[src/verilog/mchan_prog_pkg.sv]
package mchan_prog_pkg;

   localparam int DATA_W     = 32;
   localparam int HALF_W     = 16;
   localparam int BE_W       = 4;
   localparam int NUM_PARAMS = 8;
   localparam int CNT_W      = 16;

   // opcode field of a programming write
   localparam int         OPC_LSB    = 16;
   localparam logic [3:0] OPC_PROG_A = 4'd6;
   localparam logic [3:0] OPC_PROG_B = 4'd7;

   // one captured word used whole or as two halves
   typedef union packed {
      logic [DATA_W-1:0] word;
      struct packed {
         logic [HALF_W-1:0] hi;
         logic [HALF_W-1:0] lo;
      } half;
   } param_word_u;

   typedef struct packed {
      logic              req;
      logic              wen;
      logic [BE_W-1:0]   be;
      logic [DATA_W-1:0] addr;
      logic [DATA_W-1:0] wdata;
   } bus_req_t;

   typedef struct packed {
      logic              gnt;
      logic              r_valid;
      logic [DATA_W-1:0] rdata;
   } bus_rsp_t;

   typedef struct packed {
      logic [DATA_W-1:0] cmd_addr;
      logic [HALF_W-1:0] cmd_hi;
      logic [HALF_W-1:0] max_size;
      logic [HALF_W-1:0] last_size;
      logic [DATA_W-1:0] tcdm_base;
      logic [DATA_W-1:0] ext_base;
      logic [DATA_W-1:0] ext_stride;
      logic [DATA_W-1:0] tcdm_stride;
      logic [HALF_W-1:0] slot_step;
      logic [CNT_W-1:0]  tr_per_batch;
      logic [CNT_W-1:0]  num_batches;
      logic [DATA_W-1:0] batch_step;
   } prog_params_t;

   typedef enum logic [2:0] {
      IDLE,
      PASS,
      WAIT_VALID,
      CAPTURE,
      RUN
   } mode_e;

endpackage

[src/verilog/prog_req_decode.sv]
module prog_req_decode (
   input  logic                     clk_i,
   input  logic                     rst_ni,
   input  mchan_prog_pkg::bus_req_t core_req_i,
   input  mchan_prog_pkg::bus_rsp_t mchan_rsp_i,
   input  logic                     done_i,
   output mchan_prog_pkg::mode_e    mode_o,
   output logic [2:0]               cap_idx_o,
   output logic                     start_o
);

   mchan_prog_pkg::mode_e mode_q;
   logic [3:0]            cnt_q;
   logic                  gnt_ph_q;
   logic                  rsp_ph_q;
   logic                  start_q;
   logic                  opc_hit;
   logic                  is_prog;

   assign opc_hit = core_req_i.wdata[mchan_prog_pkg::OPC_LSB +: 4] == mchan_prog_pkg::OPC_PROG_A
                 || core_req_i.wdata[mchan_prog_pkg::OPC_LSB +: 4] == mchan_prog_pkg::OPC_PROG_B;
   // full-word write carrying a program opcode
   assign is_prog = core_req_i.req && !core_req_i.wen && (&core_req_i.be) && opc_hit;

   always_ff @(posedge clk_i) begin
      if (!rst_ni) begin
         mode_q   <= mchan_prog_pkg::IDLE;
         cnt_q    <= '0;
         gnt_ph_q <= 1'b0;
         rsp_ph_q <= 1'b0;
         start_q  <= 1'b0;
      end else begin
         start_q  <= 1'b0;
         gnt_ph_q <= 1'b0;
         rsp_ph_q <= 1'b0;
         case (mode_q)
            mchan_prog_pkg::IDLE: begin
               if (is_prog) begin
                  mode_q   <= mchan_prog_pkg::CAPTURE;
                  gnt_ph_q <= 1'b1;
                  cnt_q    <= '0;
               end else if (core_req_i.req) begin
                  mode_q <= mchan_prog_pkg::PASS;
               end
            end
            mchan_prog_pkg::PASS: begin
               if (mchan_rsp_i.gnt) begin
                  mode_q <= mchan_prog_pkg::WAIT_VALID;
               end
            end
            mchan_prog_pkg::WAIT_VALID: begin
               if (mchan_rsp_i.r_valid) begin
                  mode_q <= mchan_prog_pkg::IDLE;
               end
            end
            mchan_prog_pkg::CAPTURE: begin
               // tracks the grant and response slots issued by the mux
               rsp_ph_q <= gnt_ph_q;
               if (gnt_ph_q) begin
                  cnt_q <= cnt_q + 4'd1;
               end
               if (rsp_ph_q && cnt_q == 4'(mchan_prog_pkg::NUM_PARAMS)) begin
                  mode_q  <= mchan_prog_pkg::RUN;
                  start_q <= 1'b1;
               end else begin
                  gnt_ph_q <= core_req_i.req && !gnt_ph_q;
               end
            end
            mchan_prog_pkg::RUN: begin
               if (done_i) begin
                  mode_q <= mchan_prog_pkg::IDLE;
               end
            end
            default: mode_q <= mchan_prog_pkg::IDLE;
         endcase
      end
   end

   assign mode_o    = mode_q;
   assign cap_idx_o = cnt_q[2:0];
   assign start_o   = start_q;

endmodule

[src/verilog/prog_param_store.sv]
module prog_param_store (
   input  logic                         clk_i,
   input  logic                         rst_ni,
   input  mchan_prog_pkg::mode_e        mode_i,
   input  logic [2:0]                   cap_idx_i,
   input  mchan_prog_pkg::bus_req_t     core_req_i,
   output mchan_prog_pkg::prog_params_t params_o
);

   mchan_prog_pkg::param_word_u             regs_q [mchan_prog_pkg::NUM_PARAMS];
   logic [mchan_prog_pkg::DATA_W-1:0]       cmd_addr_q;
   logic                                    wr_en;

   // core holds the word until its grant, so the index is stable here
   assign wr_en = mode_i == mchan_prog_pkg::CAPTURE && core_req_i.req;

   always_ff @(posedge clk_i) begin
      if (!rst_ni) begin
         for (int i = 0; i < mchan_prog_pkg::NUM_PARAMS; i++) begin
            regs_q[i] <= '0;
         end
         cmd_addr_q <= '0;
      end else if (wr_en) begin
         regs_q[cap_idx_i].word <= core_req_i.wdata;
         if (cap_idx_i == 3'd0) begin
            cmd_addr_q <= core_req_i.addr;
         end
      end
   end

   always_comb begin
      params_o              = '0;
      params_o.cmd_addr     = cmd_addr_q;
      // word 0 packs the command half and the regular size
      params_o.cmd_hi       = regs_q[0].half.hi;
      params_o.max_size     = regs_q[0].half.lo;
      params_o.tcdm_base    = regs_q[1].word;
      params_o.ext_base     = regs_q[2].word;
      params_o.ext_stride   = regs_q[3].word;
      params_o.tcdm_stride  = regs_q[4].word;
      params_o.tr_per_batch = regs_q[5].half.hi;
      params_o.slot_step    = regs_q[5].half.lo;
      params_o.num_batches  = regs_q[6].half.hi;
      params_o.last_size    = regs_q[6].half.lo;
      params_o.batch_step   = regs_q[7].word;
   end

endmodule

[src/verilog/prog_cmd_sequencer.sv]
module prog_cmd_sequencer (
   input  logic                         clk_i,
   input  logic                         rst_ni,
   input  logic                         start_i,
   input  mchan_prog_pkg::prog_params_t params_i,
   input  logic                         mchan_gnt_i,
   output mchan_prog_pkg::bus_req_t     seq_req_o,
   output logic                         done_o
);

   logic                               busy_q;
   logic                               gap_q;
   logic [2:0]                         word_q;
   logic [mchan_prog_pkg::CNT_W-1:0]   tr_q;
   logic [mchan_prog_pkg::CNT_W-1:0]   batch_q;
   logic [mchan_prog_pkg::DATA_W-1:0]  tcdm_q;
   logic [mchan_prog_pkg::DATA_W-1:0]  ext_q;
   logic [mchan_prog_pkg::DATA_W-1:0]  slot_step_ext;
   logic [mchan_prog_pkg::HALF_W-1:0]  size;
   logic                               last_tr;
   logic                               last_batch;
   logic                               fire;
   logic                               xfer_end;

   assign last_tr    = tr_q == params_i.tr_per_batch - 1'b1;
   assign last_batch = batch_q == params_i.num_batches - 1'b1;
   assign fire       = seq_req_o.req && mchan_gnt_i;
   // fifth word of a transfer accepted
   assign xfer_end   = fire && word_q == 3'd4;
   assign done_o     = xfer_end && last_tr && last_batch;

   assign size          = last_batch ? params_i.last_size : params_i.max_size;
   assign slot_step_ext = {{(mchan_prog_pkg::DATA_W - mchan_prog_pkg::HALF_W){1'b0}},
                           params_i.slot_step};

   always_comb begin
      seq_req_o      = '0;
      seq_req_o.req  = busy_q && !gap_q;
      seq_req_o.wen  = 1'b0;
      seq_req_o.be   = '1;
      seq_req_o.addr = params_i.cmd_addr;
      case (word_q)
         3'd0:    seq_req_o.wdata = {params_i.cmd_hi, size};
         3'd1:    seq_req_o.wdata = tcdm_q;
         3'd2:    seq_req_o.wdata = ext_q;
         3'd3:    seq_req_o.wdata = params_i.ext_stride;
         default: seq_req_o.wdata = params_i.tcdm_stride;
      endcase
   end

   always_ff @(posedge clk_i) begin
      if (!rst_ni) begin
         busy_q  <= 1'b0;
         gap_q   <= 1'b0;
         word_q  <= '0;
         tr_q    <= '0;
         batch_q <= '0;
      end else begin
         gap_q <= 1'b0;
         if (start_i) begin
            busy_q  <= 1'b1;
            word_q  <= '0;
            tr_q    <= '0;
            batch_q <= '0;
         end else if (xfer_end) begin
            word_q <= '0;
            if (done_o) begin
               busy_q <= 1'b0;
            end else begin
               // one idle cycle before the next command
               gap_q <= 1'b1;
            end
            if (last_tr) begin
               tr_q    <= '0;
               batch_q <= batch_q + 1'b1;
            end else begin
               tr_q <= tr_q + 1'b1;
            end
         end else if (fire) begin
            word_q <= word_q + 3'd1;
         end
      end
   end

   // tcdm steps every transfer and ext only at batch boundaries
   always_ff @(posedge clk_i) begin
      if (start_i) begin
         tcdm_q <= params_i.tcdm_base;
         ext_q  <= params_i.ext_base;
      end else if (xfer_end) begin
         tcdm_q <= tcdm_q + slot_step_ext;
         if (last_tr) begin
            ext_q <= ext_q + params_i.batch_step;
         end
      end
   end

endmodule

[src/verilog/prog_bus_mux.sv]
module prog_bus_mux (
   input  logic                     clk_i,
   input  logic                     rst_ni,
   input  mchan_prog_pkg::mode_e    mode_i,
   input  mchan_prog_pkg::bus_req_t core_req_i,
   input  mchan_prog_pkg::bus_req_t seq_req_i,
   input  mchan_prog_pkg::bus_rsp_t mchan_rsp_i,
   output mchan_prog_pkg::bus_req_t mchan_req_o,
   output mchan_prog_pkg::bus_rsp_t core_rsp_o
);

   logic pend_q;
   logic rvalid_q;
   logic cap_gnt;
   logic seen;

   // a request counts as seen in IDLE or CAPTURE
   assign seen    = mode_i == mchan_prog_pkg::IDLE || mode_i == mchan_prog_pkg::CAPTURE;
   assign cap_gnt = mode_i == mchan_prog_pkg::CAPTURE && pend_q;

   always_ff @(posedge clk_i) begin
      if (!rst_ni) begin
         pend_q   <= 1'b0;
         rvalid_q <= 1'b0;
      end else begin
         pend_q   <= seen && core_req_i.req && !cap_gnt;
         rvalid_q <= cap_gnt;
      end
   end

   always_comb begin
      mchan_req_o = '0;
      core_rsp_o  = '0;
      case (mode_i)
         mchan_prog_pkg::PASS,
         mchan_prog_pkg::WAIT_VALID: begin
            mchan_req_o = core_req_i;
            core_rsp_o  = mchan_rsp_i;
         end
         mchan_prog_pkg::RUN: mchan_req_o = seq_req_i;
         mchan_prog_pkg::CAPTURE: begin
            // parameter writes answer with zero data
            core_rsp_o.gnt     = cap_gnt;
            core_rsp_o.r_valid = rvalid_q;
         end
         default: ;
      endcase
   end

endmodule

[src/verilog/mchan_prog.sv]
module mchan_prog (
   input  logic                     clk_i,
   input  logic                     rst_ni,
   input  mchan_prog_pkg::bus_req_t core_req_i,
   output mchan_prog_pkg::bus_rsp_t core_rsp_o,
   output mchan_prog_pkg::bus_req_t mchan_req_o,
   input  mchan_prog_pkg::bus_rsp_t mchan_rsp_i
);

   mchan_prog_pkg::mode_e        mode;
   logic [2:0]                   cap_idx;
   logic                         start;
   logic                         done;
   mchan_prog_pkg::prog_params_t params;
   mchan_prog_pkg::bus_req_t     seq_req;

   prog_req_decode u_decode (
      .clk_i       (clk_i),
      .rst_ni      (rst_ni),
      .core_req_i  (core_req_i),
      .mchan_rsp_i (mchan_rsp_i),
      .done_i      (done),
      .mode_o      (mode),
      .cap_idx_o   (cap_idx),
      .start_o     (start)
   );

   prog_param_store u_store (
      .clk_i      (clk_i),
      .rst_ni     (rst_ni),
      .mode_i     (mode),
      .cap_idx_i  (cap_idx),
      .core_req_i (core_req_i),
      .params_o   (params)
   );

   prog_cmd_sequencer u_seq (
      .clk_i       (clk_i),
      .rst_ni      (rst_ni),
      .start_i     (start),
      .params_i    (params),
      .mchan_gnt_i (mchan_rsp_i.gnt),
      .seq_req_o   (seq_req),
      .done_o      (done)
   );

   prog_bus_mux u_mux (
      .clk_i       (clk_i),
      .rst_ni      (rst_ni),
      .mode_i      (mode),
      .core_req_i  (core_req_i),
      .seq_req_i   (seq_req),
      .mchan_rsp_i (mchan_rsp_i),
      .mchan_req_o (mchan_req_o),
      .core_rsp_o  (core_rsp_o)
   );

endmodule

[config.mk]
export PLATFORM = sky130hd
export DESIGN_NAME = mchan_prog
export DESIGN_NICKNAME = d
export VERILOG_FILES = /design/src/verilog/mchan_prog_pkg.sv /design/src/verilog/prog_req_decode.sv /design/src/verilog/prog_param_store.sv /design/src/verilog/prog_cmd_sequencer.sv /design/src/verilog/prog_bus_mux.sv /design/src/verilog/mchan_prog.sv
export SDC_FILE = /design/constraint.sdc
export NUM_CORES = 1
export LEC_CHECK = 0
export ABC_AREA = 1
export BUFFER_PORTS_ARGS = -buffer_cell sky130_fd_sc_hd__buf_2
export CORE_AREA = 5 5 183 256
export CTS_CLUSTER_DIAMETER = 200
export DETAILED_ROUTE_END_ITERATION = 12
export DIE_AREA = 0 0 188 261
export PLACE_DENSITY_LB_ADDON = 0.15
export SYNTH_ARGS = -nofsm -noshare
export SYNTH_HDL_FRONTEND = slang
export SYNTH_SLANG_ARGS = --single-unit
[constraint.sdc]
create_clock -name clk_i -period 2.7 [get_ports clk_i]
set_input_delay 0.405 -clock clk_i [delete_from_list [all_inputs] [get_ports clk_i]]
set_output_delay 0.405 -clock clk_i [all_outputs]
set_load 0.03 [all_outputs]
Word-level counts from Yosys, hierarchy flattened:

Memories as Yosys holds them, arrays and structs flattened.
Index checks and enable logic that the tools add are counted.

* register bits: 145
* RAM bits: 256
* input port bits: 106
* output and inout bits: 104
* word-level logic and storage cells: 122
* memories: 1

* add/subtract/negate cells: 8
* equal/unequal tests: 20
* muxes and demuxes: 36
* bitwise logic cells: 2
* reduce and logical (&&, ||, !) cells: 40

Memory list
* u_store.regs_q: depth 8, bits a word 32, read ports 8, clocked after memory_dff 0, wr ports 8, line prog_param_store.sv:10 `mchan_prog_pkg::param_word_u regs_q [mchan_prog_pkg::NUM_PARAMS];`

Operators by type and width (count)
* $mux W32: 7
* $pmux W70 S2: 1
* $pmux W32 S4: 1
* $add A16 B1 Y16 const B: 2
* $add A32 B16 Y32: 1
* $add A32 B32 Y32: 1
* $eq A16 B16 Y1: 2
* $mux W16: 2
* $reduce_or A32 Y1: 1
* $sub A16 B1 Y16 const B: 2
* $mux W3: 7
* $pmux W3 S5: 1
* $logic_and A1 B1 Y1: 14
* $eq A3 B2 Y1 const B: 4
* $mux W1: 12
* $reduce_and A2 Y1: 5
* $logic_not A3 Y1: 3
* $eq A4 B3 Y1 const B: 2
* $mux W4: 2
* $pmux W4 S2: 1
* $reduce_bool A2 Y1: 4
* $eq A3 B1 Y1 const B: 2
* $eq A3 B3 Y1 const B: 2
* $ne A2 B1 Y1 const B: 3
* other kinds (15): 24

Depth between registers and ports, before layout:

* depth after elaboration: 9
* mapped depth: 19
* mapped depth without buffers: 18

Cells and area by module:

From an unflattened synthesis, not the netlist that was laid out.

* cells, all modules: 2921
* area, all modules: 24071.8 sq um

Modules (own cells, without submodules)
* prog_cmd_sequencer: times used 1, cells each 1734, area each 11233.3 sq um, seq. area each 2662.6 sq um
* prog_param_store: times used 1, cells each 760, area each 10513.8 sq um, seq. area each 8328.0 sq um
* prog_bus_mux: times used 1, cells each 333, area each 1687.9 sq um, seq. area each 40.0 sq um
* prog_req_decode: times used 1, cells each 94, area each 636.9 sq um, seq. area each 200.2 sq um

Worst setup path before layout:

OpenSTA, ideal clock, no wires.

* path type: reg-to-reg
* from: mem u_store.regs_q[5][16] (netlist bit)
* to: reg u_seq.ext_q[0] (netlist bit), enable pin
* setup time: 389 ps
* arrival: 2534 ps
* data required time: 2311 ps
* path slack: -223 ps
* cell stages (with the launch flop): 16
* buffers on the path: 1
* period minus slack after synthesis: 2923 ps
* cell sequence: edfxtp_1 inv_1 ha_1 nand2_2 inv_2 nand2_1 nand2_1 nand2_1 nand2_1 nand2_1 nor3b_2 nand3_2 nor2_8 inv_2 buf_6 nand2_1

RTL lines
* start, declared: line prog_param_store.sv:10
* end signal, assigned: line prog_cmd_sequencer.sv:89 `ext_q <= params_i.ext_base;`
* end signal, assigned: line prog_cmd_sequencer.sv:93 `ext_q <= ext_q + params_i.batch_step;`
* end, declared: line prog_cmd_sequencer.sv:17 `logic [mchan_prog_pkg::DATA_W-1:0] ext_q;`

==> summary.txt <==
Power
  – VDD IR-drop max: 613.4 uV
  – Power per cell area: 646.1 mW/mm^2
  – Leakage power: 11.96 nW

Finish
  – Final cell utilization of the core: 0.6115
  – Nets@finish: 3047
  – Layout cells sized above 1: 0.2274
  – Fin cells: 3481
  – Area Growth Syn to Fin: 24.54%

Floorplan
  – Die area: 0.04907 sq mm
  – IO Pins: 210
  – Initial core utilization: 0.4910
  – Chip Width: 188 microns
  – Core Area: 0.04443 sq mm
  – Row Count: 92
  – DIE HEIGHT: 261 microns

Run status
  – Failing checks: negative setup slack
  – Outcome: finished, violations left

Clock tree
  – Worst skew pair latency: 0.57 ns
  – CTS Buf Count: 43
  – CTS root buf: clkbuf_16
  – Clock tree buffer depth: 3
  – Max H-tree Level: 2
  – CTS tree: yes
  – Reg clk slew, reported paths: 0.07 ns
  – CTS Sinks: 401

Drt
  – DR top layer: met4
  – 1st-pass router iterations: 5
  – Avg WL per Cell: 20.81 microns
  – Met2 routed WL: 37510 microns
  – Final wirelength: 72460 microns
  – Metal3 WL: 4516 microns
  – Drt drc: 0
  – Via/cell ratio: 5.625
  – Via count: 19580
  – Final ANT Viol Nets: 0
  – M1 WL: 26060 microns
  – Initial DRC count: 1341

Worst setup path
  – CP arrival: 2.96 ns
  – Reg2reg path depth: 20
  – Startpoint class of the critical path: flip-flop
  – Critical Path End: mchan_req_o[1]
  – Worst-path maximum fanout: 11
  – CP required: 2.30 ns
  – Reg2reg setup slack: 0 ns
  – Worst Setup SP: u_store.regs_q[6][16]
  – Critical R2R Capture: u_decode.mode_o[1]
  – R2R Path Start: u_store.regs_q[6][16]
  – Worst setup EP type: primary output
  – Setup CP Type: flip-flop to primary output

Global routing
  – Largest net degree at the start of global routing: 55
  – Initial antenna violation count: 0
  – GRT Total Usage: 0.2847
  – Vias in the first global route: 19130
  – Global-route wire length before repair: 108200 microns
  – GRT overflow: 0

Timing
  – Setup ws final: -0.6604 ns
  – Slew Limit Fails: 0
  – Maximum clock rate: 297.6 MHz
  – Slew margin rel.: 0.3452
  – Clk_skew: 0.03323 ns
  – Final hold viol count: 0
  – Tcrit/Tclk final: 1.245
  – Final setup viols: 32
  – Final Critical Period: 3.360 ns
  – RSZ-0062 raised after global routing: true
  – Slew @ Worst Pin: 0.9811 ns

Yosys
  – Cell area after synthesis: 0.02182 sq mm
  – Post-synthesis cell type count: 63
  – Post-synth ARST share: 0
  – Main flop type after synthesis: edfxtp_1
  – EDFF count, synth: 320
  – Mean Syn Cell Area: 8.516 sq um
  – Synth Register Bits: 401
  – Syn_nets: 2728
  – Synth Warn #: 0
  – Synthesized netlist cell count: 2562
  – Sequential share of the synthesized area: 0.5148

Placed design
  – Cell count after placement: 3372
  – RePlAce Congestion: 0.9464
  – Port Buffers: 209
  – HPWL Detailed: 51900 microns

Run
  – Max Cap Viol: 0

Worst hold path
  – Hold_sp: core_req_i[60]
  – Hold Path Class: input pin to flip-flop
## cells by family after synthesis
kind of cell             Yosys count  synth area share
flip-flops                       401            0.5148
AO/OA/AOI/OAI                    411            0.1126
XOR/XNOR                          58           0.02455
buffers and inverters            357           0.06303
adder cells (fa/ha/maj)           60           0.03510
AND/OR/NAND/NOR                 1275            0.2500
## area by class of cell
| type | count | area, sq um |
|---|---|---|
| clock buffers | 57 | 1180 |
| clock inverters | 23 | 352.8 |
| well taps | 564 | 705.7 |
| multi-input cells | 1804 | 9886 |
| fillers | 3844 | 17260 |
| diodes | 1 | 2.502 |
| inverters | 260 | 996.0 |
| flip-flops and latches | 401 | 11240 |
| repair buffers | 371 | 2808 |
## cell usage after synthesis (all sizes together) (2+ instances only)
cell type	instances	area share
o2111ai	2	0.00080
a32o	19	0.0087
a221oi	17	0.0068
ha	58	0.033
nor3b	5	0.0019
o21bai	3	0.0010
o311ai	2	0.00080
buf	13	0.0038
o211ai	2	0.00069
o31ai	4	0.0014
nand4	32	0.0092
clkbuf	84	0.015
a22o	34	0.014
nor3	32	0.0085
inv	238	0.041
edfxtp	320	0.44
or2	34	0.0097
a21boi	4	0.0014
and2	3	0.00086
o21ai	181	0.042
nand3	121	0.029
clkinv	22	0.0038
nand2	527	0.093
o21a	2	0.00069
nand3b	9	0.0031
a31oi	8	0.0023
a21o	7	0.0024
dfxtp	81	0.074
fa	2	0.0018
a211oi	2	0.00069
nor2	504	0.092
a31o	2	0.00080
xnor2	20	0.0080
xor2	36	0.014
xnor3	2	0.0021
a21oi	116	0.027
nor4	7	0.0020
## what timing repair did
item / CTS / global route
buffers inserted: 13 / 8
endpoints found under the setup margin: 67 / 156
cloned: 7 / 2
hold buffers: 0 / 0
pin swaps: 41 / 12
gates resized for setup: 235 / 62
## sequential cells by signal (all words and copies together) (netlist names)
register	flops
u_seq.tcdm_q	32
u_store.cmd_addr_q	32
u_seq.gap_q	1
u_seq.word_q	3
u_decode.start_o	1
u_seq.busy_q	1
u_store.regs_q	256
u_seq.ext_q	32
u_decode.mode_o	3
u_decode.gnt_ph_q	1
u_decode.rsp_ph_q	1
u_seq.tr_q	16
u_mux.pend_q	1
u_decode.cnt_q	4
u_mux.rvalid_q	1
u_seq.batch_q	16
## worst min path at each step
stage / end / cells after the start
2_1_floorplan: u_decode.rsp_ph_q / 2
3_3_place_gp: u_decode.rsp_ph_q / 2
3_5_place_dp: u_decode.rsp_ph_q / 2
4_1_cts: u_store.cmd_addr_q[28] / 3
5_1_grt: u_store.cmd_addr_q[15] / 3
6_report: u_store.cmd_addr_q[28] / 3
## per-stage QoR
step                power, mW  hold WS, ns  TNS, ns  cell area, sq um  worst slack (ns)
floorplan               9.623       0.4294        0             21820           0.06490
global placement        10.85       0.4434   -2.681             24270           -0.2112
detailed placement      10.90       0.4478   -3.234             24270           -0.2415
CTS                     17.54      0.09472   -11.84             26870           -0.6489
global route            18.16       0.1190   -16.68             27170           -0.8360
finish                  17.55       0.1106   -12.55             27170           -0.6604
## layout by cell type (no fill, tap or decap), types with 17 or more instances in the layout
cell type | synthesis | layout
nor3_1 | 28 | 28
edfxtp_1 | 320 | 320
ha_1 | 58 | 51
xor2_1 | 36 | 36
a22o_1 | 34 | 34
or2_2 | 31 | 31
o21ai_2 | 0 | 34
buf_6 | 1 | 34
nor2_1 | 484 | 480
nand2_1 | 507 | 483
o21ai_0 | 166 | 114
xnor2_1 | 20 | 20
o21ai_1 | 15 | 32
clkinv_1 | 22 | 21
buf_4 | 3 | 137
nand3_1 | 115 | 110
inv_1 | 227 | 220
a21oi_1 | 116 | 98
nand2_2 | 19 | 39
inv_2 | 11 | 17
dfxtp_1 | 81 | 77
buf_2 | 3 | 177
nand4_1 | 32 | 32
clkbuf_16 | 0 | 46
## power breakdown
group          internal (mW)  leakage [nW]  total, mW  switching, mW
Combinational           1.25          7.35       4.14           2.88
Clock                   3.87         0.730       6.42           2.55
Sequential              6.87          3.87       7.00          0.125
Total                   12.0          12.0       17.6           5.56
## worst max-delay path: stages (launching register included)
cell      delay (ns)
edfxtp_1        0.42
inv_2           0.10
ha_4            0.17
nand2_2         0.06
nor2_2          0.09
nand2_1         0.06
nand2_1         0.06
nand2_1         0.06
xor2_1          0.15
nor2_2          0.16
nand3_4         0.20
nor2_8          0.18
buf_12          0.15
nand2_1         0.05
nand2_1         0.07
nand2_1         0.05
nand2_1         0.07
nand3_2         0.07
nand2_2         0.08
buf_6           0.13
## layer usage
layer,global-route usage,vias to the layer above
li1,-,9269
met1,0.3193,9310
met2,0.5259,806
met3,0.03827,197
met4,0.1497,0
met5,0,-
(Power assumes the default switching activity.)
